$ cat src/rtl/stk_pkg.sv
// Shared opcode and status encodings for the multi-stack engine.
// Opcode 3 is reserved and always answered with BAD_OP.
// Helpers only decode the opcode; outcome also depends on stack and pool state.
package stk_pkg;

  // Command codes, as driven on each command port
  typedef enum logic [1:0] {
    OP_PUSH = 2'd0,
    OP_POP  = 2'd1,
    OP_PEEK = 2'd2,
    OP_RSVD = 2'd3
  } opcode_t;

  // Result codes returned on the response bus
  typedef enum logic [1:0] {
    ST_OKAY   = 2'd0,
    // Push refused, every pool entry is in use
    ST_FULL   = 2'd1,
    // Pop or peek with nothing on the stack
    ST_EMPTY  = 2'd2,
    ST_BAD_OP = 2'd3
  } status_t;

  // Command consumes one entry from the free list
  function automatic logic op_takes_entry(opcode_t op);
    return op == OP_PUSH;
  endfunction

  // Command hands the stack top back to the free list
  function automatic logic op_frees_entry(opcode_t op);
    return op == OP_POP;
  endfunction

  // Command returns the stored word of the stack top
  function automatic logic op_reads_data(opcode_t op);
    return (op == OP_POP) || (op == OP_PEEK);
  endfunction

  // Reserved code, no state is touched
  function automatic logic op_is_rsvd(opcode_t op);
    return op == OP_RSVD;
  endfunction

endpackage

$ cat src/rtl/stk_pipe_mem.sv
// Storage stage, ENTRIES_N data words and the response register.
// Write on a successful push, read on a successful pop or peek.
// Response valid is one-hot by port and lasts one cycle, no stall.
// Response data is zero unless the command returned a stored word.
`timescale 1ns/1ps

module stk_pipe_mem #(
  parameter int ENGS_N    = 4,
  parameter int ENTRIES_N = 16,
  parameter int DATA_W    = 128,
  localparam int ENG_W    = $clog2(ENGS_N),
  localparam int PTR_W    = $clog2(ENTRIES_N)
) (
  input  logic                 clk,
  input  logic                 i_arst_n,
  input  logic                 i_s2_vld,
  input  logic [ENG_W-1:0]     i_s2_engid,
  input  stk_pkg::opcode_t     i_s2_opcode,
  input  stk_pkg::status_t     i_s2_status,
  input  logic                 i_s2_wr,
  input  logic [PTR_W-1:0]     i_s2_ptr,
  input  logic [DATA_W-1:0]    i_s2_dat,
  output logic [ENGS_N-1:0]    o_rsp_vld,
  output logic [DATA_W-1:0]    o_rsp_dat,
  output stk_pkg::status_t     o_rsp_status
);

  import stk_pkg::*;

  logic [DATA_W-1:0] mem_r [ENTRIES_N];
  logic              rd_ok;
  logic [ENGS_N-1:0] rsp_sel;

  // Word goes out only for a pop or peek that succeeded
  assign rd_ok = (i_s2_status == ST_OKAY) && op_reads_data(i_s2_opcode);

  // Port number to one-hot valid
  always_comb begin
    rsp_sel = '0;
    rsp_sel[i_s2_engid] = i_s2_vld;
  end

  // Data array
  always_ff @(posedge clk) begin
    if (i_s2_vld && i_s2_wr) begin
      mem_r[i_s2_ptr] <= i_s2_dat;
    end
  end

  always_ff @(posedge clk or negedge i_arst_n) begin
    if (!i_arst_n) begin
      o_rsp_vld <= '0;
    end else begin
      o_rsp_vld <= rsp_sel;
    end
  end

  // Response payload
  always_ff @(posedge clk) begin
    if (i_s2_vld) begin
      o_rsp_status <= i_s2_status;
      o_rsp_dat    <= rd_ok ? mem_r[i_s2_ptr] : '0;
    end
  end

endmodule

$ cat config.mk
export PLATFORM = sky130hd
export DESIGN_NAME = stk_pipe_mem
export DESIGN_NICKNAME = d
export VERILOG_FILES = /design/src/rtl/stk_pkg.sv /design/src/rtl/stk_pipe_mem.sv
export SDC_FILE = /design/constraint.sdc
export NUM_CORES = 2
export LEC_CHECK = 0
export CAP_MARGIN = 20
export CORE_ASPECT_RATIO = 1.4
export CORE_UTILIZATION = 68
export CTS_CLUSTER_SIZE = 20
export DETAILED_ROUTE_END_ITERATION = 8
export DONT_BUFFER_PORTS = 1
export PLACE_DENSITY_LB_ADDON = 0.15
export SLEW_MARGIN = 0
export SYNTH_ARGS = -nofsm -noshare
export SYNTH_HDL_FRONTEND = slang
export SYNTH_SLANG_ARGS = --single-unit
$ cat constraint.sdc
create_clock -name clk -period 2.5 [get_ports clk]
set_clock_uncertainty 0.05 [all_clocks]
set_input_delay 0.375 -clock clk [delete_from_list [all_inputs] [get_ports clk]]
set_output_delay 0.375 -clock clk [all_outputs]
set_load 0.02 [all_outputs]
==> flow_summary.html <==
<table>
<tr><th>Metric</th><th>Value</th></tr>
<tr><th colspan="2">CTS</th></tr>
<tr><td>Latest clock arrival within the worst-skew pair</td><td>0.83 ns</td></tr>
<tr><td>Clock tree root driver cell</td><td>clkbuf_16</td></tr>
<tr><td>Post-CTS Repair Setup Buffers</td><td>0</td></tr>
<tr><td>CTS sink count</td><td>2182</td></tr>
<tr><td>Clock-pin slew on the worst setup and hold paths</td><td>0.06 ns</td></tr>
<tr><td>Clock tree from TritonCTS</td><td>done</td></tr>
<tr><td>Number of buffers between clock root and the deepest sink</td><td>3</td></tr>
<tr><td>Number of CTS-inserted buffers</td><td>188</td></tr>
<tr><td>Number of levels in the clock H-tree</td><td>4</td></tr>
<tr><th colspan="2">Timing</th></tr>
<tr><td>Worst relative slew slack</td><td>-31.2%</td></tr>
<tr><td>PnR worst setup slack</td><td>-0.436 ns</td></tr>
<tr><td>Number of failing setup endpoints in the final timing report</td><td>282</td></tr>
<tr><td>Maximum achievable frequency</td><td>341 MHz</td></tr>
<tr><td>Number of pins with negative max-slew slack in the final report</td><td>288</td></tr>
<tr><td>Post-Route Setup TNS</td><td>-42.22 ns</td></tr>
<tr><td>Slew of the pin with the lowest slew margin</td><td>1.97 ns</td></tr>
<tr><td>Part of the cycle the worst path needs</td><td>117%</td></tr>
<tr><td>Min cycle time layout</td><td>2.94 ns</td></tr>
<tr><td>Final Hold Slack</td><td>-0.362 ns</td></tr>
<tr><td>Unrepaired setup endpoints after global routing</td><td>false</td></tr>
<tr><td>Final number of hold-violating endpoints</td><td>130</td></tr>
<tr><th colspan="2">Floorplan</th></tr>
<tr><td>Initial standard-cell utilization of the core</td><td>68.7%</td></tr>
<tr><td>Floorplan die area</td><td>0.122 mm^2</td></tr>
<tr><td>Floorplan core area</td><td>0.120 mm^2</td></tr>
<tr><td>Die Width</td><td>296 um</td></tr>
<tr><td>Number of placement rows</td><td>150</td></tr>
<tr><td>Top-Level Pins</td><td>276</td></tr>
<tr><td>Die outline height</td><td>413 um</td></tr>
<tr><th colspan="2">Global routing</th></tr>
<tr><td>GR Layer Usage met3</td><td>6.20%</td></tr>
<tr><td>Number of antenna violations at the first check in global routing</td><td>17</td></tr>
<tr><td>Grt total ovfl</td><td>0</td></tr>
<tr><td>Pin count of the biggest net entering global routing</td><td>517</td></tr>
<tr><td>Global-route wire length before repair</td><td>280000 um</td></tr>
<tr><td>Total global-route track usage</td><td>32.7%</td></tr>
<tr><td>M1 GR Usage</td><td>42.9%</td></tr>
<tr><td>Global route hottest layer</td><td>met2</td></tr>
<tr><td>Via count of the first global-routing pass</td><td>40700</td></tr>
<tr><td>Met2 Use GR</td><td>54.7%</td></tr>
<tr><th colspan="2">Setup path</th></tr>
<tr><td>Crit path cell chain</td><td>nand4b_1 &gt; buf_4 &gt; nor3_4 &gt; dlygate4sd3_1 &gt; buf_12 &gt; buf_12</td></tr>
<tr><td>Required time at the endpoint of the critical path</td><td>2.95 ns</td></tr>
<tr><td>Max FO, Critical Path</td><td>361</td></tr>
<tr><td>Launching element type of the critical path</td><td>input port</td></tr>
<tr><td>Endpoint type of the worst setup path</td><td>flip-flop</td></tr>
<tr><td>Critical path class</td><td>input port to flip-flop</td></tr>
<tr><td>Beginning of the worst register-to-register path</td><td>mem_r[0][44]</td></tr>
<tr><td>Most numerous cell on the critical path</td><td>buf_12</td></tr>
<tr><td>WP data arrival</td><td>3.38 ns</td></tr>
<tr><td>Capture instance of the worst register-to-register path</td><td>o_rsp_dat[44]</td></tr>
<tr><td>Critical path's slowest cell</td><td>dlygate4sd3_1</td></tr>
<tr><td>Largest stage delay on the critical path</td><td>0.66 ns</td></tr>
<tr><td>Flop-to-flop setup slack</td><td>0.53 ns</td></tr>
<tr><td>Count of cells along the worst register-to-register path</td><td>3</td></tr>
<tr><th colspan="2">Place</th></tr>
<tr><td>Number of I/O port buffers</td><td>0</td></tr>
<tr><td>Hpwl dp</td><td>99000 um</td></tr>
<tr><td>Dpl cell area</td><td>0.0852 mm^2</td></tr>
<tr><td>Placer's final routability congestion estimate</td><td>0.792</td></tr>
<tr><th colspan="2">Synthesis</th></tr>
<tr><td>Xor/xnor share of the synthesized area</td><td>0.0107%</td></tr>
<tr><td>Most used standard cell by instance count after synthesis</td><td>edfxtp_1</td></tr>
<tr><td>Top area cells in the synthesized netlist</td><td>edfxtp_1 (80%), mux4_2 (14%), mux2i_1 (1.6%)</td></tr>
<tr><td>Synth Area in Compound Gates</td><td>1.36%</td></tr>
<tr><td>FFs w/ async S/R, synth</td><td>0.183%</td></tr>
<tr><td>Fraction of the mapped netlist area in adder cells</td><td>0%</td></tr>
<tr><td>Post-synthesis share of cell area spent on and, or, nand and nor gates</td><td>1.19%</td></tr>
<tr><td>Multiplexer fraction of the synthesized cell area</td><td>15.6%</td></tr>
<tr><td>Number of synthesized flops with an enable pin</td><td>2178</td></tr>
<tr><td>Cell count after synthesis</td><td>3441</td></tr>
<tr><td>Library cell with the largest summed area after synthesis</td><td>edfxtp_1</td></tr>
<tr><td>Dominant register cell in the synthesized netlist</td><td>edfxtp_1</td></tr>
<tr><td>Number of distinct library cell variants in the gate-level netlist after synthesis</td><td>27</td></tr>
<tr><td>Number of warnings printed during yosys synthesis</td><td>0</td></tr>
<tr><td>Net count of the mapped netlist</td><td>3583</td></tr>
<tr><td>Largest family of logic cells by synthesized area</td><td>multiplexers</td></tr>
<tr><td>Most numerous cell types in the synthesized netlist</td><td>edfxtp_1 (2178), mux4_2 (512), nand4_1 (129)</td></tr>
<tr><td>Portion of the post-synthesis area used by sequential elements</td><td>79.7%</td></tr>
<tr><td>Portion of synthesized cell area occupied by the leading cell type</td><td>79.6%</td></tr>
<tr><td>Flop and latch count out of synthesis</td><td>2182</td></tr>
<tr><td>Area of the mapped netlist</td><td>0.0821 mm^2</td></tr>
<tr><td>Average footprint of a synthesized cell</td><td>23.9 um^2</td></tr>
<tr><th colspan="2">Run status</th></tr>
<tr><td>Violations in the final reports</td><td>hold timing, slew limit, setup timing</td></tr>
<tr><td>Status</td><td>finished, violations left</td></tr>
<tr><th colspan="2">Power</th></tr>
<tr><td>Worst vdd rail ir drop</td><td>1.07 mV</td></tr>
<tr><td>Areal power density over the cells</td><td>792 mW/mm^2</td></tr>
<tr><td>Leakage power</td><td>29.7 nW</td></tr>
<tr><th colspan="2">Min path</th></tr>
<tr><td>Worst min-delay path endpoint</td><td>o_rsp_dat[55]</td></tr>
<tr><td>Type of the most critical hold path</td><td>input port to flip-flop</td></tr>
<tr><td>Worst hold path stage count</td><td>0</td></tr>
<tr><td>Hold Startpoint</td><td>i_s2_vld</td></tr>
<tr><th colspan="2">Final layout</th></tr>
<tr><td>Count of fill cells added during filler insertion</td><td>5697</td></tr>
<tr><td>Sequential cell area in the final layout</td><td>0.0655 mm^2</td></tr>
<tr><td>Area of combinational cells with multiple inputs</td><td>0.0151 mm^2</td></tr>
<tr><td>Share of layout cells above drive strength 1</td><td>24.5%</td></tr>
<tr><td>Total Nets Final</td><td>3857</td></tr>
<tr><td>Core occupancy in the finished layout</td><td>77.7%</td></tr>
<tr><td>Summed area of non-filler cells in the final layout</td><td>0.0929 mm^2</td></tr>
<tr><td>Area grow syn2layout</td><td>13.2%</td></tr>
<tr><th colspan="2">Drt</th></tr>
<tr><td>Antenna viol nets, final</td><td>0</td></tr>
<tr><td>Number of remaining DRC errors</td><td>0</td></tr>
<tr><td>Vias per cell</td><td>7.12</td></tr>
<tr><td>Wirelength per Cell</td><td>35.4 um</td></tr>
<tr><td>Starting DRT DRC Count</td><td>5019</td></tr>
<tr><td>Total iterations of the first detailed-routing run</td><td>5</td></tr>
<tr><td>Detailed-route via count</td><td>39100</td></tr>
<tr><td>Detailed-route wire length</td><td>194000 um</td></tr>
<tr><th colspan="2">Job</th></tr>
<tr><td>Max-cap violation count</td><td>0</td></tr>
</table>
[final cells by class]
| cell class | count | area share (%) |
|---|---|---|
| tap | 1596 | 2.15 |
| sequential | 2182 | 70.5 |
| multi-input combinational | 930 | 16.2 |
| clock buffer | 231 | 5.30 |
| inverter | 128 | 0.517 |
| timing repair buffer | 285 | 3.88 |
| antenna | 17 | 0.0458 |
| clock inverter | 118 | 1.40 |
[where the power goes]
group	leakage (nW)	total, mW	switching [mW]	internal (mW)
combinational	6.82	2.82	1.50	1.32
sequential	19.9	41.1	0.333	40.8
clock	3.03	29.7	13.1	16.6
[stage by stage]
step | power, mW | setup slack, ns | instances | hold slack (ns)
after floorplan | 43.7 | -2.56 | 3441 | 0.0294
after global placement | 43.8 | 0.164 | 4978 | 0.0295
after detailed placement | 43.8 | -0.0413 | 4978 | 0.0295
after CTS | 73.6 | 0.432 | 5469 | -0.420
after global routing | 75.1 | 0.0499 | 5476 | -0.406
final | 73.6 | -0.436 | 5487 | -0.362
[worst max path at each step]
stage,from,slack [ns],end,cells after the start
finish,i_s2_ptr[0],-0.44,mem_r[2][119],6
global route,i_s2_ptr[0],0.05,mem_r[2][28],6
CTS,i_s2_ptr[2],0.43,mem_r[2][17],5
detailed placement,i_s2_ptr[0],-0.04,mem_r[0][55],3
global placement,i_s2_ptr[0],0.16,mem_r[0][53],3
floorplan,i_s2_ptr[0],-2.56,mem_r[1][0],7
[what timing repair did]
action / CTS / global route
hold buffers: 142 / 1
hold endpoints to repair: 2359 / 138
resized for setup: 0 / 0
[logic make-up (layout without fill, tap and decap cells)]
logic type / after synthesis / in the layout
AO/OA/AOI/OAI: 128 / 128
multiplexers: 640 / 640
flip-flops: 2182 / 2182
buffers and inverters: 329 / 762
XOR/XNOR: 1 / 1
other: 0 / 17
AND/OR/NAND/NOR: 161 / 161
[cells in the final DEF (no fill, tap or decap), types with 40 or more instances in the layout]
master and n:
mux4_2 512, buf_4 54, edfxtp_1 2178, nand4_1 129, o221ai_1 128, inv_1 128
dlygate4sd3_1 142, clkbuf_1 40, clkbuf_16 191, mux2i_1 128, buf_12 89
[critical path: cells and delay by family]
kind / cells / cell delay [ns]
buffers and inverters: 4 / 1.31
AND/OR/NAND/NOR: 2 / 0.81
[metal layers]
metal	vias to the layer above	part of all wire, %
li1	15300	-
met1	20600	35
met2	2632	52
met5	-	0.039
met4	12	4.0
met3	497	9.3
[flip-flops by register name (all words and copies together), names as in the netlist]
signal,count
o_rsp_dat,128
o_rsp_vld,4
mem_r,2048
o_rsp_status,2
Note: power is estimated with default switching activity, not from simulation.
