===== config.mk =====
export PLATFORM = sky130hd
export DESIGN_NAME = stk_pipe_al
export DESIGN_NICKNAME = d
export VERILOG_FILES = /design/src/rtl/stk_pipe_al.sv
export SDC_FILE = /design/constraint.sdc
export NUM_CORES = 1
export LEC_CHECK = 0
export BUFFER_PORTS_ARGS = -buffer_cell sky130_fd_sc_hd__buf_2
export CAP_MARGIN = 15
export CORE_UTILIZATION = 60
export CTS_CLUSTER_DIAMETER = 60
export CTS_CLUSTER_SIZE = 24
export DETAILED_ROUTE_END_ITERATION = 8
export PLACE_DENSITY = 0.78
export RECOVER_POWER = 25
export SYNTH_ARGS = -nofsm -noshare
export SYNTH_HDL_FRONTEND = slang
export SYNTH_SLANG_ARGS = --single-unit

===== constraint.sdc =====
create_clock -name clk -period 3.15 [get_ports clk]
set_clock_uncertainty 0.15 [all_clocks]
set_input_delay 0.63 -clock clk [delete_from_list [all_inputs] [get_ports clk]]
set_output_delay 0.63 -clock clk [all_outputs]
set_load 0.005 [all_outputs]

===== src/rtl/stk_pipe_al.sv =====
// Allocation stage, one next-pointer array for the free list and all stacks.
// After reset the free list is built one entry per cycle, busy meanwhile,
// for exactly ENTRIES_N cycles. The last entry links back to entry 0;
// that link is never followed because the full flag stops pushes first.
// At most one of push and pop is asserted in a cycle.
`timescale 1ns/1ps

module stk_pipe_al #(
  parameter int ENTRIES_N = 16,
  localparam int PTR_W    = $clog2(ENTRIES_N)
) (
  input  logic               clk,
  input  logic               i_arst_n,
  input  logic               i_push_go,
  input  logic               i_pop_go,
  input  logic [PTR_W-1:0]   i_head,
  output logic [PTR_W-1:0]   o_free_ptr,
  output logic               o_full,
  output logic [PTR_W-1:0]   o_next,
  output logic               o_busy
);

  // Link of each entry, towards the bottom of its list
  logic [PTR_W-1:0] next_r [ENTRIES_N];
  logic [PTR_W-1:0] free_head_r;
  // Entries held by the stacks
  logic [PTR_W:0]   count_r;
  logic             busy_r;
  logic [PTR_W-1:0] init_idx_r;

  // Single write port on the link array
  logic             nxt_we;
  logic [PTR_W-1:0] nxt_wa;
  logic [PTR_W-1:0] nxt_wd;

  assign o_free_ptr = free_head_r;
  assign o_next     = next_r[i_head];
  assign o_full     = (count_r == (PTR_W + 1)'(ENTRIES_N));
  assign o_busy     = busy_r;

  // Link write select
  always_comb begin
    nxt_we = 1'b0;
    nxt_wa = init_idx_r;
    nxt_wd = init_idx_r + 1'b1;
    if (busy_r) begin
      // Build, entry k points at k+1
      nxt_we = 1'b1;
    end else if (i_push_go) begin
      // Taken entry sits on the old stack top
      nxt_we = 1'b1;
      nxt_wa = free_head_r;
      nxt_wd = i_head;
    end else if (i_pop_go) begin
      // Popped entry goes in front of the free list
      nxt_we = 1'b1;
      nxt_wa = i_head;
      nxt_wd = free_head_r;
    end
  end

  always_ff @(posedge clk) begin
    if (nxt_we) begin
      next_r[nxt_wa] <= nxt_wd;
    end
  end

  // Build sequencer
  always_ff @(posedge clk or negedge i_arst_n) begin
    if (!i_arst_n) begin
      busy_r     <= 1'b1;
      init_idx_r <= '0;
    end else if (busy_r) begin
      init_idx_r <= init_idx_r + 1'b1;
      if (init_idx_r == PTR_W'(ENTRIES_N - 1)) begin
        busy_r <= 1'b0;
      end
    end
  end

  // Free-list head and occupancy
  always_ff @(posedge clk or negedge i_arst_n) begin
    if (!i_arst_n) begin
      free_head_r <= '0;
      count_r     <= '0;
    end else if (i_push_go) begin
      free_head_r <= next_r[free_head_r];
      count_r     <= count_r + 1'b1;
    end else if (i_pop_go) begin
      free_head_r <= i_head;
      count_r     <= count_r - 1'b1;
    end
  end

endmodule


==> results of run 1 <==
==> stage by stage <==
step           std cells  hold WS (ns)
3_3_place_gp         344         0.315
3_5_place_dp         344         0.326
6_report             361         0.171
4_1_cts              360       0.00192
5_1_grt              361         0.215
2_1_floorplan        259         0.184
==> per-layer routing <==
metal / vias to the layer above / track usage / wire (um)
met4: 0 / 0.136 / 272
met1: 1268 / 0.421 / 3710
li1: 1086 / - / -
met2: 141 / 0.402 / 4090
met3: 23 / 0.0504 / 726
met5: - / 0 / 0
==> critical path: stages <==
cell	delay [ns]
buf_2	0.10
buf_12	0.18
mux4_1	0.58
mux4_2	0.46
buf_2	0.14
==> synthesized netlist by cell type <==
| master | number |
|---|---|
| inv_1 | 3 |
| a22oi_1 | 1 |
| nand2_1 | 14 |
| nor3_1 | 1 |
| fa_1 | 1 |
| buf_12 | 1 |
| edfxtp_1 | 64 |
| o21bai_1 | 2 |
| a211o_1 | 1 |
| a31oi_1 | 6 |
| nand3_1 | 1 |
| o2bb2ai_1 | 3 |
| o221ai_1 | 3 |
| xor2_1 | 3 |
| clkbuf_1 | 8 |
| dfrtp_1 | 13 |
| o22ai_1 | 1 |
| mux4_1 | 9 |
| ha_1 | 4 |
| dfstp_2 | 1 |
| nor2_1 | 20 |
| a21oi_1 | 8 |
| buf_2 | 5 |
| o22a_1 | 1 |
| or4_1 | 1 |
| o211ai_1 | 4 |
| mux2_2 | 2 |
| o21ai_0 | 7 |
| or3b_2 | 1 |
| nand2b_1 | 1 |
| a21o_1 | 4 |
| and2_1 | 4 |
| nand3b_1 | 6 |
| buf_1 | 2 |
| nor2b_1 | 5 |
| nand4_1 | 1 |
| xnor2_1 | 6 |
| mux4_2 | 24 |
| mux2i_1 | 16 |
| buf_6 | 1 |
==> logic make-up (layout without fill, tap and decap cells) <==
family,count (synthesis),after routing
flops,78,78
simple gates,55,55
mux,51,51
compound gates,41,41
buf+inv,20,45
xor+xnor,9,9
fa+ha+maj,5,5
==> state kept, by name, indices dropped and copies added (netlist names) <==
register,count
init_idx_r,4
o_busy,1
count_r,5
next_r,64
o_free_ptr,4
==> cell type report <==
class / count / share of cell area
clock buffer: 9 / 0.0282
clock inverter: 7 / 0.0196
inverter: 3 / 0.00256
multi-input combinational: 161 / 0.375
sequential: 78 / 0.517
tap: 77 / 0.0219
timing repair buffer: 26 / 0.0361
==> placed cells by master (no fill, tap or decap), drive strengths merged, types with 2 or more instances in the layout <==
master / synthesis / routed
mux4: 33 / 33
and2: 4 / 4
a21o: 4 / 4
ha: 4 / 4
mux2i: 16 / 16
mux2: 2 / 2
o211ai: 4 / 4
o21bai: 2 / 2
a21oi: 8 / 8
nor2b: 5 / 5
o2bb2ai: 3 / 3
nand2: 14 / 14
a31oi: 6 / 6
inv: 3 / 7
nand3b: 6 / 6
xor2: 3 / 3
nor2: 20 / 20
o221ai: 3 / 3
clkbuf: 8 / 12
buf: 9 / 23
edfxtp: 64 / 64
dfrtp: 13 / 13
o21ai: 7 / 7
xnor2: 6 / 6
==> final timing paths <==
check / slack, ns / cells past startpoint / to
hold reg to reg: 0.33 / 1 / count_r[4]$_DFFE_PN0P_
min in group clk: 0.33 / 1 / count_r[4]$_DFFE_PN0P_
setup reg to reg: 0.47 / 4 / next_r[7][2]$_DFFE_PP_
hold / removal: 0.17 / 1 / init_idx_r[3]$_DFFE_PN0P_
max in group asynchronous: 2.19 / 1 / count_r[0]$_DFFE_PN0P_
setup / recovery: 0.27 / 5 / o_next[2]
==> where the power goes <==
| part | leakage, nW | total (mW) | internal [mW] | switching (mW) |
|---|---|---|---|---|
| clock network | 0.104 | 0.794 | 0.384 | 0.410 |
| registers | 0.756 | 1.40 | 1.28 | 0.123 |
| logic | 0.714 | 0.987 | 0.471 | 0.515 |
| total | 1.57 | 3.18 | 2.13 | 1.05 |
==> results.cfg, run 1 <==
[outcome]
status = finished with violations
failed_checks = design-rule violations

[die]
ios = 18
die_area_um2 = 7040
die_h_um = 83.9
start_util = 0.627
core_area_um2 = 6420
rows = 29
die_w_um = 83.9

[timing]
max_freq_mhz = 347
tightestPinTransition_ns = 1.07
min_period_ns = 2.88
slew-limit-headroom = 0.288
setup_viol = 0
rsz0062_at_grt = no
post-route-period-util = 0.915
finalWorstSetupSlack_ns = 0.268
slew_violations = 0
finalSetupTns_ns = 0
finalHoldViolations = 0

[clock_tree]
clock_latency_ns = 0.36
cts_buffers = 9
cts_htree_levels = 3
path_clk_slew_ns = 0.08
ctsResizeCount = 0
cts_root_buffer = clkbuf_8
cts.sinks = 78
cts_max_path_buffers = 2
cts_hold_buf = 0
post-cts-setup-buffers = 0
cts_tree = done

[placement]
port_buffers = 17
place_area_um2 = 4190
dp_hpwl_mm = 6.02
gp_congestion = 0.902
pre_cts_slack_ns = 0.273

[layout]
fin_util = 0.685
multiInputGateArea_um2 = 1650
fin_area_um2 = 4400
drive_gt1_frac = 0.232
nNetsFinal = 292
fillCellCount = 423
seq_area_um2 = 2270
antenna_cells = 0
area_growth_pct = 9.23

[yosys]
yosys.area_share.simple = 0.0665
syn_nets = 272
synth_seq_cells = 78
syn_inst = 259
synth.top_cell.area_share = 0.477
syn-cell-area_um2 = 4030
synth_xor_area_frac = 0.0196
yosysWarnings = 0
postSynthAreaPerCell_um2 = 15.5
ys_top_cells_by_area = edfxtp_1 (48%), mux4_2 (13%), dfrtp_1 (8.1%)
muxShareOfSynthArea = 0.238
synth_fa_ha_area_frac = 0.0174
synth_cell_types = 40
synth_compound_area_frac = 0.0674
synth_top_family_by_area = multiplexers
ys_seq_area_frac = 0.565
synth_top_cell_by_area = edfxtp_1

[grt]
grt_pass1_vias = 2411
grt_max_degree = 23
grt.total_usage = 0.281
grt_overflow = 0
grt_pass1_wl_mm = 14.1
antenna_found_initial = 0

[power_and_ir_drop]
p_leak_nw = 1.57
power.density_nw_per_um2 = 723
ir_drop_uv = 422
p_total_mw = 3.18

[setup_path]
worstPathRequired_ns = 2.37
critical_path_class = in2out
worst-path-max-fanout = 19
end_kind = output pin
cp_data_arrival_time_ns = 2.10
reg2reg_from = o_busy$_DFF_PN1_
cp-start-kind = input port
crit_start = i_head[0]

[route]
wl_per_cell_um = 24.4
vias = 2518
drtIter0Drc = 352
ant_nets = 0
drc = 2
drt_wl_total_mm = 8.80
viasPerCell = 6.98
drt_pre_antenna_iters = 7

[run]
cap_violations = 0

[min_path]
worstHoldPathType = in2async
Power figures use the tool's default switching activity.
==> run 2: changes to the inputs <==
PLACE_DENSITY = unset   (was 0.78)
PLACE_DENSITY_LB_ADDON = 0.3   (was unset)
==> results.cfg, run 2 (synthesis results as in run 1) <==
[setup_path]
cpPeakStageDelay_ns = 0.63
worstPathRequired_ns = 3.01
cp_top_family = simple AND/OR/NAND/NOR gates
cp_data_arrival_time_ns = 2.78
cp-start-kind = input port
critical_path_class = in2reg
worst-path-max-fanout = 21
end_kind = flop
cp_slowest_cell = or4_1
crit_path_cell_trace = clkbuf_1 -> o21bai_1 -> and2_1 -> or4_1 -> nor2_1
worstPathBufferInverterCount = 1
rrSetupSlack_ns = 0.54

[die]
die_w_um = 83.9
rows = 29
start_util = 0.627
die_h_um = 83.9
core_area_um2 = 6420
die_area_um2 = 7040
ios = 18

[timing]
min_period_ns = 2.92
post-route-period-util = 0.926
setup_viol = 0
finalSetupTns_ns = 0
max_freq_mhz = 343
finalHoldViolations = 0
slew_violations = 0
tightestPinTransition_ns = 1.06
rsz0062_at_grt = no
slew-limit-headroom = 0.293

[grt]
grt_pass1_vias = 2429
antenna_found_initial = 0
grt_overflow = 0
grt_max_degree = 23
grt_pass1_wl_mm = 13.6
grt.total_usage = 0.268

[layout]
area_growth_pct = 8.64
largest_reg_flops = 64
antenna_cells = 0
drive_gt1_frac = 0.232
max_flop_register = next_r
final_cell_mix = edfxtp_1 (64), mux4_2 (24), nor2_1 (20), mux2i_1 (16), buf_2 (15)
reg_top3 = next_r: 64 flops, count_r: 5 flops
final_common_cell = edfxtp_1
nNetsFinal = 292
fin_area_um2 = 4370

[route]
viasPerCell = 6.88
vias = 2482
drt_pre_antenna_iters = 7
ant_nets = 0
drt_wl_total_mm = 8.47
drc = 2
wl_per_cell_um = 23.5
drtIter0Drc = 292

[power_and_ir_drop]
clkPwrFrac = 0.232
p_total_mw = 3.09
seqPwrFrac = 0.454
ir_drop_uv = 342
p_switching_mw = 1.04
p_int_mw = 2.05
sw_frac_of_total = 0.336
p_leak_nw = 1.56
power.density_nw_per_um2 = 707
pwr-share-comb = 0.313

[outcome]
failed_checks = design-rule violations
status = finished with violations

[clock_tree]
post-cts-setup-buffers = 0
cts_hold_buf = 0
cts_htree_levels = 3
cts.sinks = 78
ctsResizeCount = 0
cts_buffers = 9
cts_root_buffer = clkbuf_8
cts_tree = done
path_clk_slew_ns = 0.09
clock_latency_ns = 0.36
cts_max_path_buffers = 2

[placement]
gp_congestion = 0.876
place_area_um2 = 4190
port_buffers = 17
dp_hpwl_mm = 6.07

[min_path]
worstHoldPathType = in2async

[run]
cap_violations = 0
[run 2: cell count changes in the layout (fill, tap and decap cells not counted), sizes merged]
cell | previous run | this run
clkinvlp | 1 | 3
clkinv | 1 | 0
bufinv | 1 | 0
[run 2: final timing paths]
kind                                              from                        end  cells after the start
worst min register to register  count_r[4]$_DFFE_PN0P_     count_r[4]$_DFFE_PN0P_                      1
worst max-delay path                         i_push_go     next_r[4][1]$_DFFE_PP_                      5
worst min-delay path                          i_arst_n  o_free_ptr[3]$_DFFE_PN0P_                      1
max in group asynchronous                     i_arst_n  init_idx_r[0]$_DFFE_PN0P_                      1
min in group clk                count_r[4]$_DFFE_PN0P_     count_r[4]$_DFFE_PN0P_                      1
worst max register to register        o_busy$_DFF_PN1_     next_r[4][1]$_DFFE_PP_                      4
[run 2: area by class of cell]
cell class	instances	area, um2
multi-input cells	161	1650
clock inverters	7	62.6
well taps	77	96.3
repair buffers	26	159
flip-flops and latches	78	2270
inverters	3	11.3
clock buffers	9	124
fillers	426	2050
[run 2: metal layers]
layer / vias up / GRT usage / share of wire
met2: 148 / 0.381 / 0.45
met1: 1217 / 0.395 / 0.42
met5: - / 0 / 0
met4: 0 / 0.147 / 0.046
li1: 1085 / - / -
met3: 32 / 0.0485 / 0.088
[run 2: worst reg2reg max path: stages (launching register included)]
cell and delay, ns:
dfstp_1 0.52, o21bai_1 0.30, and2_1 0.26, or4_1 0.63, nor2_1 0.41
[run 2: through the flow]
step	setup slack [ns]	std cells	hold WS, ns	utilization
after global placement	0.290	344	0.315	0.652
after detailed placement	0.252	344	0.337	0.652
after floorplan	0.431	259	0.184	-
final	0.234	361	0.154	0.681
after CTS	0.255	360	0.00582	0.681
after global routing	0.107	361	0.241	0.681
[run 2: power by group through the flow]
stage / clock, mW / sequential (mW) / combinational (mW)
3_5_place_dp: 0 / 1.43 / 0.968
4_1_cts: 0.719 / 1.41 / 0.970
3_3_place_gp: 0 / 1.42 / 0.948
2_1_floorplan: 0 / 1.36 / 0.748
6_report: 0.718 / 1.41 / 0.970
5_1_grt: 0.765 / 1.42 / 1.04
