==> src/rtl/stk_pkg.sv <==
// Shared opcode and status encodings for the multi-stack engine.
// Opcode 3 is reserved and always answered with BAD_OP.
// Helpers only decode the opcode; outcome also depends on stack and pool state.
package stk_pkg;

  // Command codes, as driven on each command port
  typedef enum logic [1:0] {
    OP_PUSH = 2'd0,
    OP_POP  = 2'd1,
    OP_PEEK = 2'd2,
    OP_RSVD = 2'd3
  } opcode_t;

  // Result codes returned on the response bus
  typedef enum logic [1:0] {
    ST_OKAY   = 2'd0,
    // Push refused, every pool entry is in use
    ST_FULL   = 2'd1,
    // Pop or peek with nothing on the stack
    ST_EMPTY  = 2'd2,
    ST_BAD_OP = 2'd3
  } status_t;

  // Command consumes one entry from the free list
  function automatic logic op_takes_entry(opcode_t op);
    return op == OP_PUSH;
  endfunction

  // Command hands the stack top back to the free list
  function automatic logic op_frees_entry(opcode_t op);
    return op == OP_POP;
  endfunction

  // Command returns the stored word of the stack top
  function automatic logic op_reads_data(opcode_t op);
    return (op == OP_POP) || (op == OP_PEEK);
  endfunction

  // Reserved code, no state is touched
  function automatic logic op_is_rsvd(opcode_t op);
    return op == OP_RSVD;
  endfunction

endpackage

==> src/rtl/stk_pipe_lk.sv <==
// Lookup stage, per-stack head and tail pointers plus empty flags.
// Decides the command outcome in the cycle stage 1 is valid and updates
// its tables at the same edge, so a following command sees the new state.
// Head and tail are meaningful only while the stack is not empty.
`timescale 1ns/1ps

module stk_pipe_lk #(
  parameter int ENGS_N    = 4,
  parameter int ENTRIES_N = 16,
  parameter int DATA_W    = 128,
  localparam int ENG_W    = $clog2(ENGS_N),
  localparam int PTR_W    = $clog2(ENTRIES_N)
) (
  input  logic                 clk,
  input  logic                 i_arst_n,
  input  logic                 i_s1_vld,
  input  logic [ENG_W-1:0]     i_s1_engid,
  input  stk_pkg::opcode_t     i_s1_opcode,
  input  logic [DATA_W-1:0]    i_s1_dat,
  input  logic [PTR_W-1:0]     i_al_free_ptr,
  input  logic                 i_al_full,
  input  logic [PTR_W-1:0]     i_al_next,
  output logic                 o_push_go,
  output logic                 o_pop_go,
  output logic [PTR_W-1:0]     o_head,
  output logic                 o_s2_vld,
  output logic [ENG_W-1:0]     o_s2_engid,
  output stk_pkg::opcode_t     o_s2_opcode,
  output stk_pkg::status_t     o_s2_status,
  output logic                 o_s2_wr,
  output logic [PTR_W-1:0]     o_s2_ptr,
  output logic [DATA_W-1:0]    o_s2_dat
);

  import stk_pkg::*;

  // Top entry of each stack
  logic [PTR_W-1:0] head_r [ENGS_N];
  // Bottom entry, head equal to tail means one entry left
  logic [PTR_W-1:0] tail_r [ENGS_N];
  logic [ENGS_N-1:0] empty_r;
  status_t           status;

  // Outcome, reserved code first, then stack state, then pool state
  always_comb begin
    status = ST_OKAY;
    if (op_is_rsvd(i_s1_opcode)) begin
      status = ST_BAD_OP;
    end else if (op_reads_data(i_s1_opcode) && empty_r[i_s1_engid]) begin
      status = ST_EMPTY;
    end else if (op_takes_entry(i_s1_opcode) && i_al_full) begin
      status = ST_FULL;
    end
  end

  assign o_push_go = i_s1_vld && (status == ST_OKAY) && op_takes_entry(i_s1_opcode);
  assign o_pop_go  = i_s1_vld && (status == ST_OKAY) && op_frees_entry(i_s1_opcode);
  assign o_head    = head_r[i_s1_engid];

  // Stack tables
  always_ff @(posedge clk or negedge i_arst_n) begin
    if (!i_arst_n) begin
      for (int e = 0; e < ENGS_N; e++) begin
        head_r[e] <= '0;
        tail_r[e] <= '0;
      end
      empty_r <= '1;
    end else if (o_push_go) begin
      // New top is the entry just taken from the free list
      head_r[i_s1_engid]  <= i_al_free_ptr;
      empty_r[i_s1_engid] <= 1'b0;
      if (empty_r[i_s1_engid]) begin
        tail_r[i_s1_engid] <= i_al_free_ptr;
      end
    end else if (o_pop_go) begin
      head_r[i_s1_engid] <= i_al_next;
      if (head_r[i_s1_engid] == tail_r[i_s1_engid]) begin
        empty_r[i_s1_engid] <= 1'b1;
      end
    end
  end

  // Stage 2 valid
  always_ff @(posedge clk or negedge i_arst_n) begin
    if (!i_arst_n) begin
      o_s2_vld <= 1'b0;
    end else begin
      o_s2_vld <= i_s1_vld;
    end
  end

  // Stage 2 payload, push writes the new entry, reads use the current top
  always_ff @(posedge clk) begin
    if (i_s1_vld) begin
      o_s2_engid  <= i_s1_engid;
      o_s2_opcode <= i_s1_opcode;
      o_s2_status <= status;
      o_s2_wr     <= o_push_go;
      o_s2_ptr    <= op_takes_entry(i_s1_opcode) ? i_al_free_ptr : head_r[i_s1_engid];
      o_s2_dat    <= i_s1_dat;
    end
  end

endmodule

==> config.mk <==
export PLATFORM = sky130hd
export DESIGN_NAME = stk_pipe_lk
export DESIGN_NICKNAME = d
export VERILOG_FILES = /design/src/rtl/stk_pkg.sv /design/src/rtl/stk_pipe_lk.sv
export SDC_FILE = /design/constraint.sdc
export NUM_CORES = 1
export LEC_CHECK = 0
export BUFFER_PORTS_ARGS = -buffer_cell sky130_fd_sc_hd__buf_2
export CELL_PAD_IN_SITES_DETAIL_PLACEMENT = 1
export CELL_PAD_IN_SITES_GLOBAL_PLACEMENT = 2
export CORE_AREA = 3 3 139 141
export DETAILED_ROUTE_END_ITERATION = 10
export DIE_AREA = 0 0 142 144
export PLACE_DENSITY = 0.94
export SETUP_SLACK_MARGIN = 0.3
export SLEW_MARGIN = 20
export SYNTH_ARGS = -nofsm -noshare
export SYNTH_HDL_FRONTEND = slang
export SYNTH_SLANG_ARGS = --single-unit
==> constraint.sdc <==
create_clock -name clk -period 3.8 [get_ports clk]
set_clock_uncertainty 0.05 [all_clocks]
set_input_delay 0.57 -clock clk [delete_from_list [all_inputs] [get_ports clk]]
set_output_delay 0.57 -clock clk [all_outputs]
set_load 0.02 [all_outputs]
==> results.json, run 1 <==
{
  "status": "finished clean",
  "path_max_fanout": 21,
  "yosysSeqAreaShare_pct": 82.8,
  "rsz0062_at_grt": "false",
  "pin_count": 290,
  "synth_warnings": 0,
  "start_util_pct": 34.1,
  "syn_area_um2": 6170,
  "clock-sinks": 176,
  "start_kind": "input port",
  "maxCapViolations": 0,
  "vias_per_cell": 4.74,
  "detailed_place_hpwl_um": 13800,
  "path_class": "in -> out",
  "vias": 3987,
  "drtIter0Drc": 223,
  "routed_wl_um": 18400,
  "tritoncts": "yes",
  "crit_required_ns": 3.18,
  "arrival_ns": 2.34,
  "clock_latency_ns": 0.42,
  "fillers": 1835,
  "placed_cells_incl_taps": 808,
  "setup_viol": 0,
  "io_buffers": 289,
  "fin_tns_setup_ns": 0,
  "cp-end-kind": "output pin",
  "final_common_cell": "buf_2",
  "die-area_um2": 20400,
  "utilization_pct": 46.8,
  "grt_usage_pct": 17.4,
  "ctsHtreeMaxLevel": 4,
  "cts.reportedPaths.clkPinSlew_ns": 0.07,
  "synth_seq_cells": 176,
  "dpl_cell_area_um2": 7880,
  "cts_setup_buffers": 0,
  "p_sw_share_pct": 26.8,
  "r2r_cells": 5,
  "first_global_vias": 4299,
  "hold_path.class": "in -> async",
  "syn-instance-count": 295,
  "power_density_nw_per_um2": 557,
  "rrSetupSlack_ns": 1.65,
  "fmax_ghz": 0.337,
  "syn_to_final_growth_pct": 37.3,
  "cts_made_buffers": 17,
  "antenna_found_initial": 1,
  "ys_types": 34,
  "fin_cells": 842,
  "gp_congestion": 0.828,
  "grt_overflow_total": 0,
  "synth_fp_nets": 442,
  "drive_gt1_share_pct": 58.3,
  "cts_root_buf": "clkbuf_16",
  "tightest_slew_ns": 1.03,
  "post_cts_resized": 0,
  "drtAntennaViolNets": 0,
  "fin_hold_ws_ns": 0.187,
  "hold_viol": 0,
  "p_seq_share_pct": 50.1,
  "r2r_end": "head_r[11]$_DFFE_PN0P_",
  "coreArea_um2": 18100,
  "p_leak_nw": 3.64,
  "fin_area_um2": 8470,
  "clockBufferDepth": 2,
  "grt_pass1_wl_um": 26100,
  "most-common-layout-cells": "288 x buf_2, 139 x edfxtp_1, 33 x dfrtp_1",
  "layout_min_cycle_time_ns": 2.96,
  "grt_start_max_net_pins": 84,
  "finalCritPeriodShare_pct": 78.0,
  "combPwrFrac_pct": 14.0,
  "die_h_um": 144,
  "p_int_mw": 3.46,
  "slew_headroom_pct": 31.4,
  "core.rowCount": 49,
  "nets": 745,
  "cts_hold_repair.buffers": 0,
  "switching_power_mw": 1.26,
  "drv_slew": 0,
  "syn_avg_cell_area_um2": 20.9,
  "clock_power_share_pct": 35.9,
  "vdd_ir_drop_max_mv": 0.313,
  "drc_errors": 0,
  "dr.pass1.iters": 5,
  "die_w_um": 142,
  "wl_per_cell_um": 21.8
}
## cells in the mapped netlist (all sizes together)
cell type  instances  area share, %
edfxtp           139             68
dfrtp             33             13
mux2              20            3.7
nor2              17            1.0
a21oi             16            1.3
mux4               9            3.8
nand2b             6           0.61
a221oi             4            1.2
buf                4           0.39
dfstp              4            1.7
mux2i              4           0.65
nand2              4           0.24
o21ai              4           0.32
xnor2              4           0.57
ha                 3           0.61
inv                3           0.18
nand3b             3           0.37
nand4bb            3           0.55
o41ai              3           0.43
clkbuf             2           0.12
or2                2           0.20
a21o               1           0.12
a31o               1           0.14
nand3              1          0.081
nand4              1           0.10
nand4b             1           0.14
nor3b              1           0.20
o31ai              1           0.12
or4b               1           0.16
## registers in the layout, summed over array words and instances, names as in the netlist, named ones only
name / count
head_r: 16
o_s2_dat: 128
o_s2_engid: 2
o_s2_opcode: 2
o_s2_ptr: 4
o_s2_status: 2
o_s2_vld: 1
o_s2_wr: 1
tail_r: 16
## power by group through the flow
stage | clock network [mW] | registers, mW | logic [mW]
after floorplan | 0 | 2.55 | 0.183
after CTS | 1.74 | 2.36 | 0.670
final | 1.70 | 2.36 | 0.660
after global routing | 1.83 | 2.38 | 0.703
after global placement | 0 | 2.39 | 0.636
after detailed placement | 0 | 2.40 | 0.665
## metrics by stage
step,worst slack (ns),power [mW]
finish,0.835,4.72
global route,0.689,4.91
CTS,0.830,4.77
detailed placement,0.828,3.07
global placement,0.864,3.02
floorplan,1.42,2.74
## routing by layer
| metal | track usage [%] | vias up | wire length, µm |
|---|---|---|---|
| met1 | 18.5 | 2014 | 6620 |
| met4 | 6.52 | 0 | 459 |
| li1 | - | 1774 | - |
| met5 | 0 | - | 0 |
| met3 | 5.09 | 30 | 1150 |
| met2 | 32.5 | 169 | 10100 |
## critical path: stages
cell      delay [ns]
buf_2           0.39
mux4_2          0.69
nand2_1         0.17
nand3b_1        0.18
nor2_1          0.15
buf_2           0.19
## area by class of cell
class	count	area (µm²)	area share, %
Sequential cell	176	5100	60.3
Timing Repair Buffer	290	1460	17.2
Multi-Input combinational cell	110	1020	12.0
Clock buffer	17	425	5.03
Tap cell	229	287	3.38
Clock inverter	15	153	1.80
Inverter	3	11.3	0.133
Antenna cell	2	5.00	0.0591
## worst max path at each step
stage,from,end,depth (start not counted)
3_5_place_dp,i_s1_engid[0],o_pop_go,6
5_1_grt,i_s1_engid[0],o_pop_go,6
4_1_cts,i_s1_engid[0],o_pop_go,6
6_report,i_s1_engid[0],o_pop_go,6
3_3_place_gp,i_s1_engid[0],o_pop_go,6
2_1_floorplan,i_s1_engid[0],o_pop_go,4
## cell families (layout without fill, tap and decap cells)
| group | count (synthesis) | after routing | share of synthesized area [%] |
|---|---|---|---|
| mux | 33 | 33 | 8.07 |
| other cells | 0 | 2 | 0 |
| fa+ha+maj | 3 | 3 | 0.609 |
| simple gates | 40 | 40 | 3.69 |
| compound gates | 30 | 30 | 3.59 |
| flops | 176 | 176 | 82.8 |
| buf+inv | 9 | 325 | 0.690 |
| xor+xnor | 4 | 4 | 0.568 |
No activity file was read; power rests on OpenSTA's default activity.
==> run 2: changes to the inputs <==
- CORE_AREA: 3 3 139 141 -> 3 3 146 148
- DIE_AREA: 0 0 142 144 -> 0 0 149 151
- PLACE_DENSITY: 0.94 -> 0.87
- clock period: 3.8 -> 2.92 ns (I/O delays scaled with it)
==> run 2 against run 1 <==
  * Critical path depth decreased by 1
  * Final area grew 0.84%
  * Sequential power increased by 31%
  * Total power is 30% higher
  * Non-clock buffer count grew 4
  * Global-route usage down 2.4 points
  * Routed wire length fell by 3.9%
  * Final cell count is 5.1% higher
  * Worst hold slack lost 0.14 ns
  * Critical path type is now reg -> out
  * Critical endpoint unchanged
  * Largest cell class unchanged
  * Largest power group unchanged
==> results.json, run 2 (synthesis results as in run 1) <==
{
  "status": "finished clean",
  "cp-end-kind": "output pin",
  "tightest_slew_ns": 0.912,
  "tritoncts": "yes",
  "crit_path_end": "o_pop_go",
  "grt_pass1_wl_um": 25200,
  "die_h_um": 151,
  "die-area_um2": 22500,
  "p_leak_nw": 3.67,
  "rrSetupSlack_ns": 0.77,
  "fillers": 2106,
  "arrival_ns": 1.97,
  "clockBufferDepth": 2,
  "num_antenna_cells": 0,
  "fin_tns_setup_ns": 0,
  "path_class": "reg -> out",
  "crit_required_ns": 2.43,
  "power_density_nw_per_um2": 717,
  "coreArea_um2": 20200,
  "final_common_cell": "buf_2",
  "placed_cells_incl_taps": 851,
  "slew_headroom_pct": 39.2,
  "ctsHtreeMaxLevel": 4,
  "nets": 749,
  "drv_slew": 0,
  "drtAntennaViolNets": 0,
  "cts_made_buffers": 17,
  "vias": 3996,
  "rsz0062_at_grt": "false",
  "dr.pass1.iters": 4,
  "path_max_fanout": 4,
  "regMostFlops": "o_s2_dat",
  "clock-sinks": 176,
  "seqCellArea_um2": 5100,
  "clock_latency_ns": 0.43,
  "hold_path.class": "in -> async",
  "drive_gt1_share_pct": 58.7,
  "vias_per_cell": 4.52,
  "syn_to_final_growth_pct": 38.4,
  "cts_root_buf": "clkbuf_16",
  "core.rowCount": 52,
  "setup_viol": 0,
  "utilization_pct": 42.3,
  "start_util_pct": 30.6,
  "maxCapViolations": 0,
  "drc_errors": 0,
  "grt_start_max_net_pins": 72,
  "largest_register_ffs": 128,
  "routed_wl_um": 17700,
  "most-common-layout-cells": "288 x buf_2, 139 x edfxtp_1, 33 x dfrtp_1",
  "multi_input_area_um2": 1020,
  "hold_viol": 0,
  "fin_cells": 885,
  "grt_usage_pct": 15.0,
  "fmax_ghz": 0.406,
  "vdd_ir_drop_max_mv": 0.365,
  "layout_min_cycle_time_ns": 2.46,
  "gp_congestion": 0.793,
  "io_buffers": 289,
  "r2r_end": "head_r[1]$_DFFE_PN0P_",
  "detailed_place_hpwl_um": 13500,
  "grt_overflow_total": 0,
  "top_regs": "o_s2_dat: 128 flops, head_r: 16 flops, tail_r: 16 flops",
  "die_w_um": 149,
  "cts.reportedPaths.clkPinSlew_ns": 0.08,
  "wl_per_cell_um": 20.0,
  "first_global_vias": 4240,
  "finalCritPeriodShare_pct": 84.3,
  "start_kind": "register",
  "r2r_cells": 5,
  "pin_count": 290,
  "antenna_found_initial": 1,
  "drtIter0Drc": 203
}
==> run 2: cell count changes in the layout (fill, tap and decap cells not counted), sizes merged <==
cell	delta
bufinv	-1
inv	+3
buf	+4
clkinvlp	-3
clkinv	+1
diode	-2
==> run 2: critical path: stages, from the launching register on <==
cell and delay, ns:
dfstp_2 0.38, mux4_2 0.50, nand2_1 0.14, nand3b_1 0.16, nor2_2 0.18, buf_2 0.19
==> run 2: through the flow <==
| stage | setup WS, ns | power [mW] | area, µm² | hold slack (ns) |
|---|---|---|---|---|
| floorplan | 0.801 | 3.56 | 6170 | 0.0924 |
| detailed placement | 0.435 | 3.98 | 7950 | 0.439 |
| global route | 0.344 | 6.39 | 8540 | 0.109 |
| finish | 0.457 | 6.12 | 8540 | 0.0517 |
| global placement | 0.492 | 3.95 | 7950 | 0.430 |
| CTS | 0.387 | 6.20 | 8530 | 0.0645 |
==> run 2: how the worst min path moves through the flow <==
stage | slack, ns | cells after the start | startpoint | end
3_3_place_gp | 0.43 | 2 | register | register
5_1_grt | 0.11 | 1 | i_s1_dat[57] | o_s2_dat[57]$_DFFE_PP_
2_1_floorplan | 0.09 | 0 | i_arst_n | head_r[0]$_DFFE_PN0P_
3_5_place_dp | 0.44 | 1 | tail_r[12]$_DFFE_PN0P_ | tail_r[12]$_DFFE_PN0P_
6_report | 0.05 | 1 | i_arst_n | head_r[13]$_DFFE_PN0P_
4_1_cts | 0.06 | 1 | i_arst_n | head_r[13]$_DFFE_PN0P_
==> run 2: what timing repair did <==
action	4_1_cts	5_1_grt
endpoints found under the hold margin	0	0
cloned	0	0
hold buffers	0	0
pin swaps	0	1
gates resized for setup	0	1
setup endpoints to repair	1	1
setup buffers	1	1
==> run 2: cell type report <==
class                           count  share of cell area [%]
Sequential cell                   176                    59.8
Multi-Input combinational cell    110                    12.0
Timing Repair Buffer              294                    17.5
Tap cell                          270                    3.96
Clock buffer                       17                    4.98
Inverter                            3                   0.132
Clock inverter                     15                    1.70
==> run 2: power by group <==
group / internal [mW] / total, mW / switching, mW
clock network: 1.14 / 2.20 / 1.06
logic: 0.315 / 0.846 / 0.531
registers: 2.99 / 3.08 / 0.0943
==> run 2: routing by layer <==
metal  part of all wire [%]  routed length [µm]  track usage, %  vias up
met3                    8.5                1510            5.72       18
met5                  0.074                  13               0        -
li1                       -                   -               -     1778
met4                    1.2                 208            3.94        2
met1                     37                6480            16.4     2024
met2                     54                9450            27.3      174
==> run 3: changes to the inputs <==
- clock period: 2.92 -> 2.4 ns (I/O delays scaled with it)
==> run 3 against run 2 <==
  * Non-clock buffer count is 12 higher
  * Highest routed layer unchanged
  * Total power is 22% higher
  * Setup slack worse by 0.33 ns
  * Largest cell class unchanged
  * Critical endpoint unchanged
  * Critical path depth stayed put
==> results.json, run 3 (synthesis results as in run 1) <==
{
  "status": "finished clean",
  "finalCritPeriodShare_pct": 94.8,
  "final_common_cell": "buf_2",
  "fin_tns_setup_ns": 0,
  "dpl_cell_area_um2": 8010,
  "fin_ws_ns": 0.124,
  "path_buf_inv": 1,
  "rsz0062_at_grt": "true",
  "drtAntennaViolNets": 0,
  "core.rowCount": 52,
  "p_sw_share_pct": 27.6,
  "wl_per_cell_um": 20.3,
  "grt_pass1_wl_um": 25600,
  "multi_input_area_um2": 1060,
  "pin_count": 290,
  "vias": 4057,
  "coreArea_um2": 20200,
  "vdd_ir_drop_max_mv": 0.442,
  "seqCellArea_um2": 5100,
  "antenna_found_initial": 4,
  "fillers": 2104,
  "p_int_mw": 5.42,
  "grt_start_max_net_pins": 69,
  "cts_made_buffers": 17,
  "dr.pass1.iters": 4,
  "drive_gt1_share_pct": 60.4,
  "nets": 761,
  "grt_overflow_total": 0,
  "dp_slack_ns": -0.00279,
  "start_util_pct": 30.6,
  "routed_wl_um": 18200,
  "vias_per_cell": 4.52,
  "tritoncts": "yes",
  "most-common-layout-cells": "286 x buf_2, 139 x edfxtp_1, 33 x dfrtp_1",
  "crit_required_ns": 1.99,
  "fin_area_um2": 8680,
  "grt_usage_pct": 15.4,
  "utilization_pct": 43.0,
  "layout_min_cycle_time_ns": 2.28,
  "ctsHtreeMaxLevel": 4,
  "clockBufferDepth": 2,
  "hold_viol": 0,
  "cts.reportedPaths.clkPinSlew_ns": 0.08,
  "path_class": "reg -> out",
  "path_max_fanout": 4,
  "fmax_ghz": 0.439,
  "slew_headroom_pct": 42.1,
  "die_h_um": 151,
  "first_global_vias": 4368,
  "p_seq_share_pct": 50.0,
  "regMostFlops": "o_s2_dat",
  "path_delay_family": "multiplexers",
  "drtIter0Drc": 236,
  "detailed_place_hpwl_um": 13800,
  "hold_path.class": "in -> reg",
  "drc_errors": 0,
  "cp_slowest_stage_delay_ns": 0.52,
  "combPwrFrac_pct": 14.4,
  "io_buffers": 289,
  "clock_power_share_pct": 35.6,
  "drv_slew": 0,
  "top_regs": "o_s2_dat: 128 flops, head_r: 16 flops, tail_r: 16 flops",
  "cp-end-kind": "output pin",
  "die-area_um2": 22500,
  "clock_latency_ns": 0.42,
  "p_leak_nw": 3.75,
  "gp_congestion": 0.799,
  "path_cells": "mux4_2, nand2_2, nand3b_1, nor2_4, buf_6",
  "maxCapViolations": 0,
  "cts_root_buf": "clkbuf_16",
  "clock-sinks": 176,
  "die_w_um": 149,
  "switching_power_mw": 2.06,
  "setup_viol": 0,
  "largest_register_ffs": 128,
  "arrival_ns": 1.87,
  "start_kind": "register",
  "syn_to_final_growth_pct": 40.7,
  "power_density_nw_per_um2": 863,
  "tightest_slew_ns": 0.869,
  "slowest_stage": "mux4_2",
  "num_antenna_cells": 0
}
## run 3: cell types whose count changed in the layout (fill, tap and decap cells not counted), sizes merged
cell         change
buf             +11
dlygate4sd3      +1
clkinvlp         -1
clkinv           +1
## run 3: power by group through the flow
| stage | logic [mW] | registers, mW | clock network (mW) |
|---|---|---|---|
| 2_1_floorplan | 0.289 | 4.04 | 0 |
| 3_3_place_gp | 1.03 | 3.79 | 0 |
| 3_5_place_dp | 1.06 | 3.81 | 0 |
| 4_1_cts | 1.08 | 3.75 | 2.75 |
| 5_1_grt | 1.15 | 3.77 | 2.88 |
| 6_report | 1.08 | 3.74 | 2.66 |
## run 3: metrics by stage
stage               cells  power [mW]  hold WS [ns]
finish                897        7.49        0.0567
global route          897        7.81        0.0190
CTS                   896        7.58        0.0316
detailed placement    859        4.87         0.444
global placement      859        4.82         0.429
floorplan             295        4.33        0.0144
## run 3: area by class of cell
| class | instances | area share [%] |
|---|---|---|
| multi-input combinational | 110 | 12.2 |
| clock inverter | 15 | 1.66 |
| inverter | 3 | 0.159 |
| sequential | 176 | 58.8 |
| timing repair buffer | 306 | 18.4 |
| clock buffer | 17 | 4.90 |
| tap | 270 | 3.89 |
## run 3: final timing paths
path                                  startpoint                      end  slack [ns]  depth (start not counted)
setup / recovery                        register                 o_pop_go        0.12                          5
hold / removal                     i_s1_dat[102]  o_s2_dat[102]$_DFFE_PP_        0.06                          1
setup reg to reg                        register                 register        0.20                          7
hold reg to reg            tail_r[9]$_DFFE_PN0P_    tail_r[9]$_DFFE_PN0P_        0.45                          1
max in group asynchronous               i_arst_n       o_s2_vld$_DFF_PN0_        1.22                          2
min in group asynchronous               i_arst_n    head_r[7]$_DFFE_PN0P_        0.54                          2
## run 3: layer usage
metal | vias up | wire, µm | global-route usage (%)
li1 | 1793 | - | -
met1 | 2057 | 6740 | 16.7
met2 | 175 | 9780 | 27.6
met3 | 24 | 1400 | 6.43
met4 | 8 | 253 | 4.62
met5 | - | 51 | 0
## run 3: repair_timing
action                                  in CTS  in global routing
setup buffers                                4                  1
endpoints found under the setup margin       3                  6
pin swaps                                    4                  1
hold buffers                                 1                  0
gates resized for setup                     10                  6
hold endpoints to repair                     2                  0
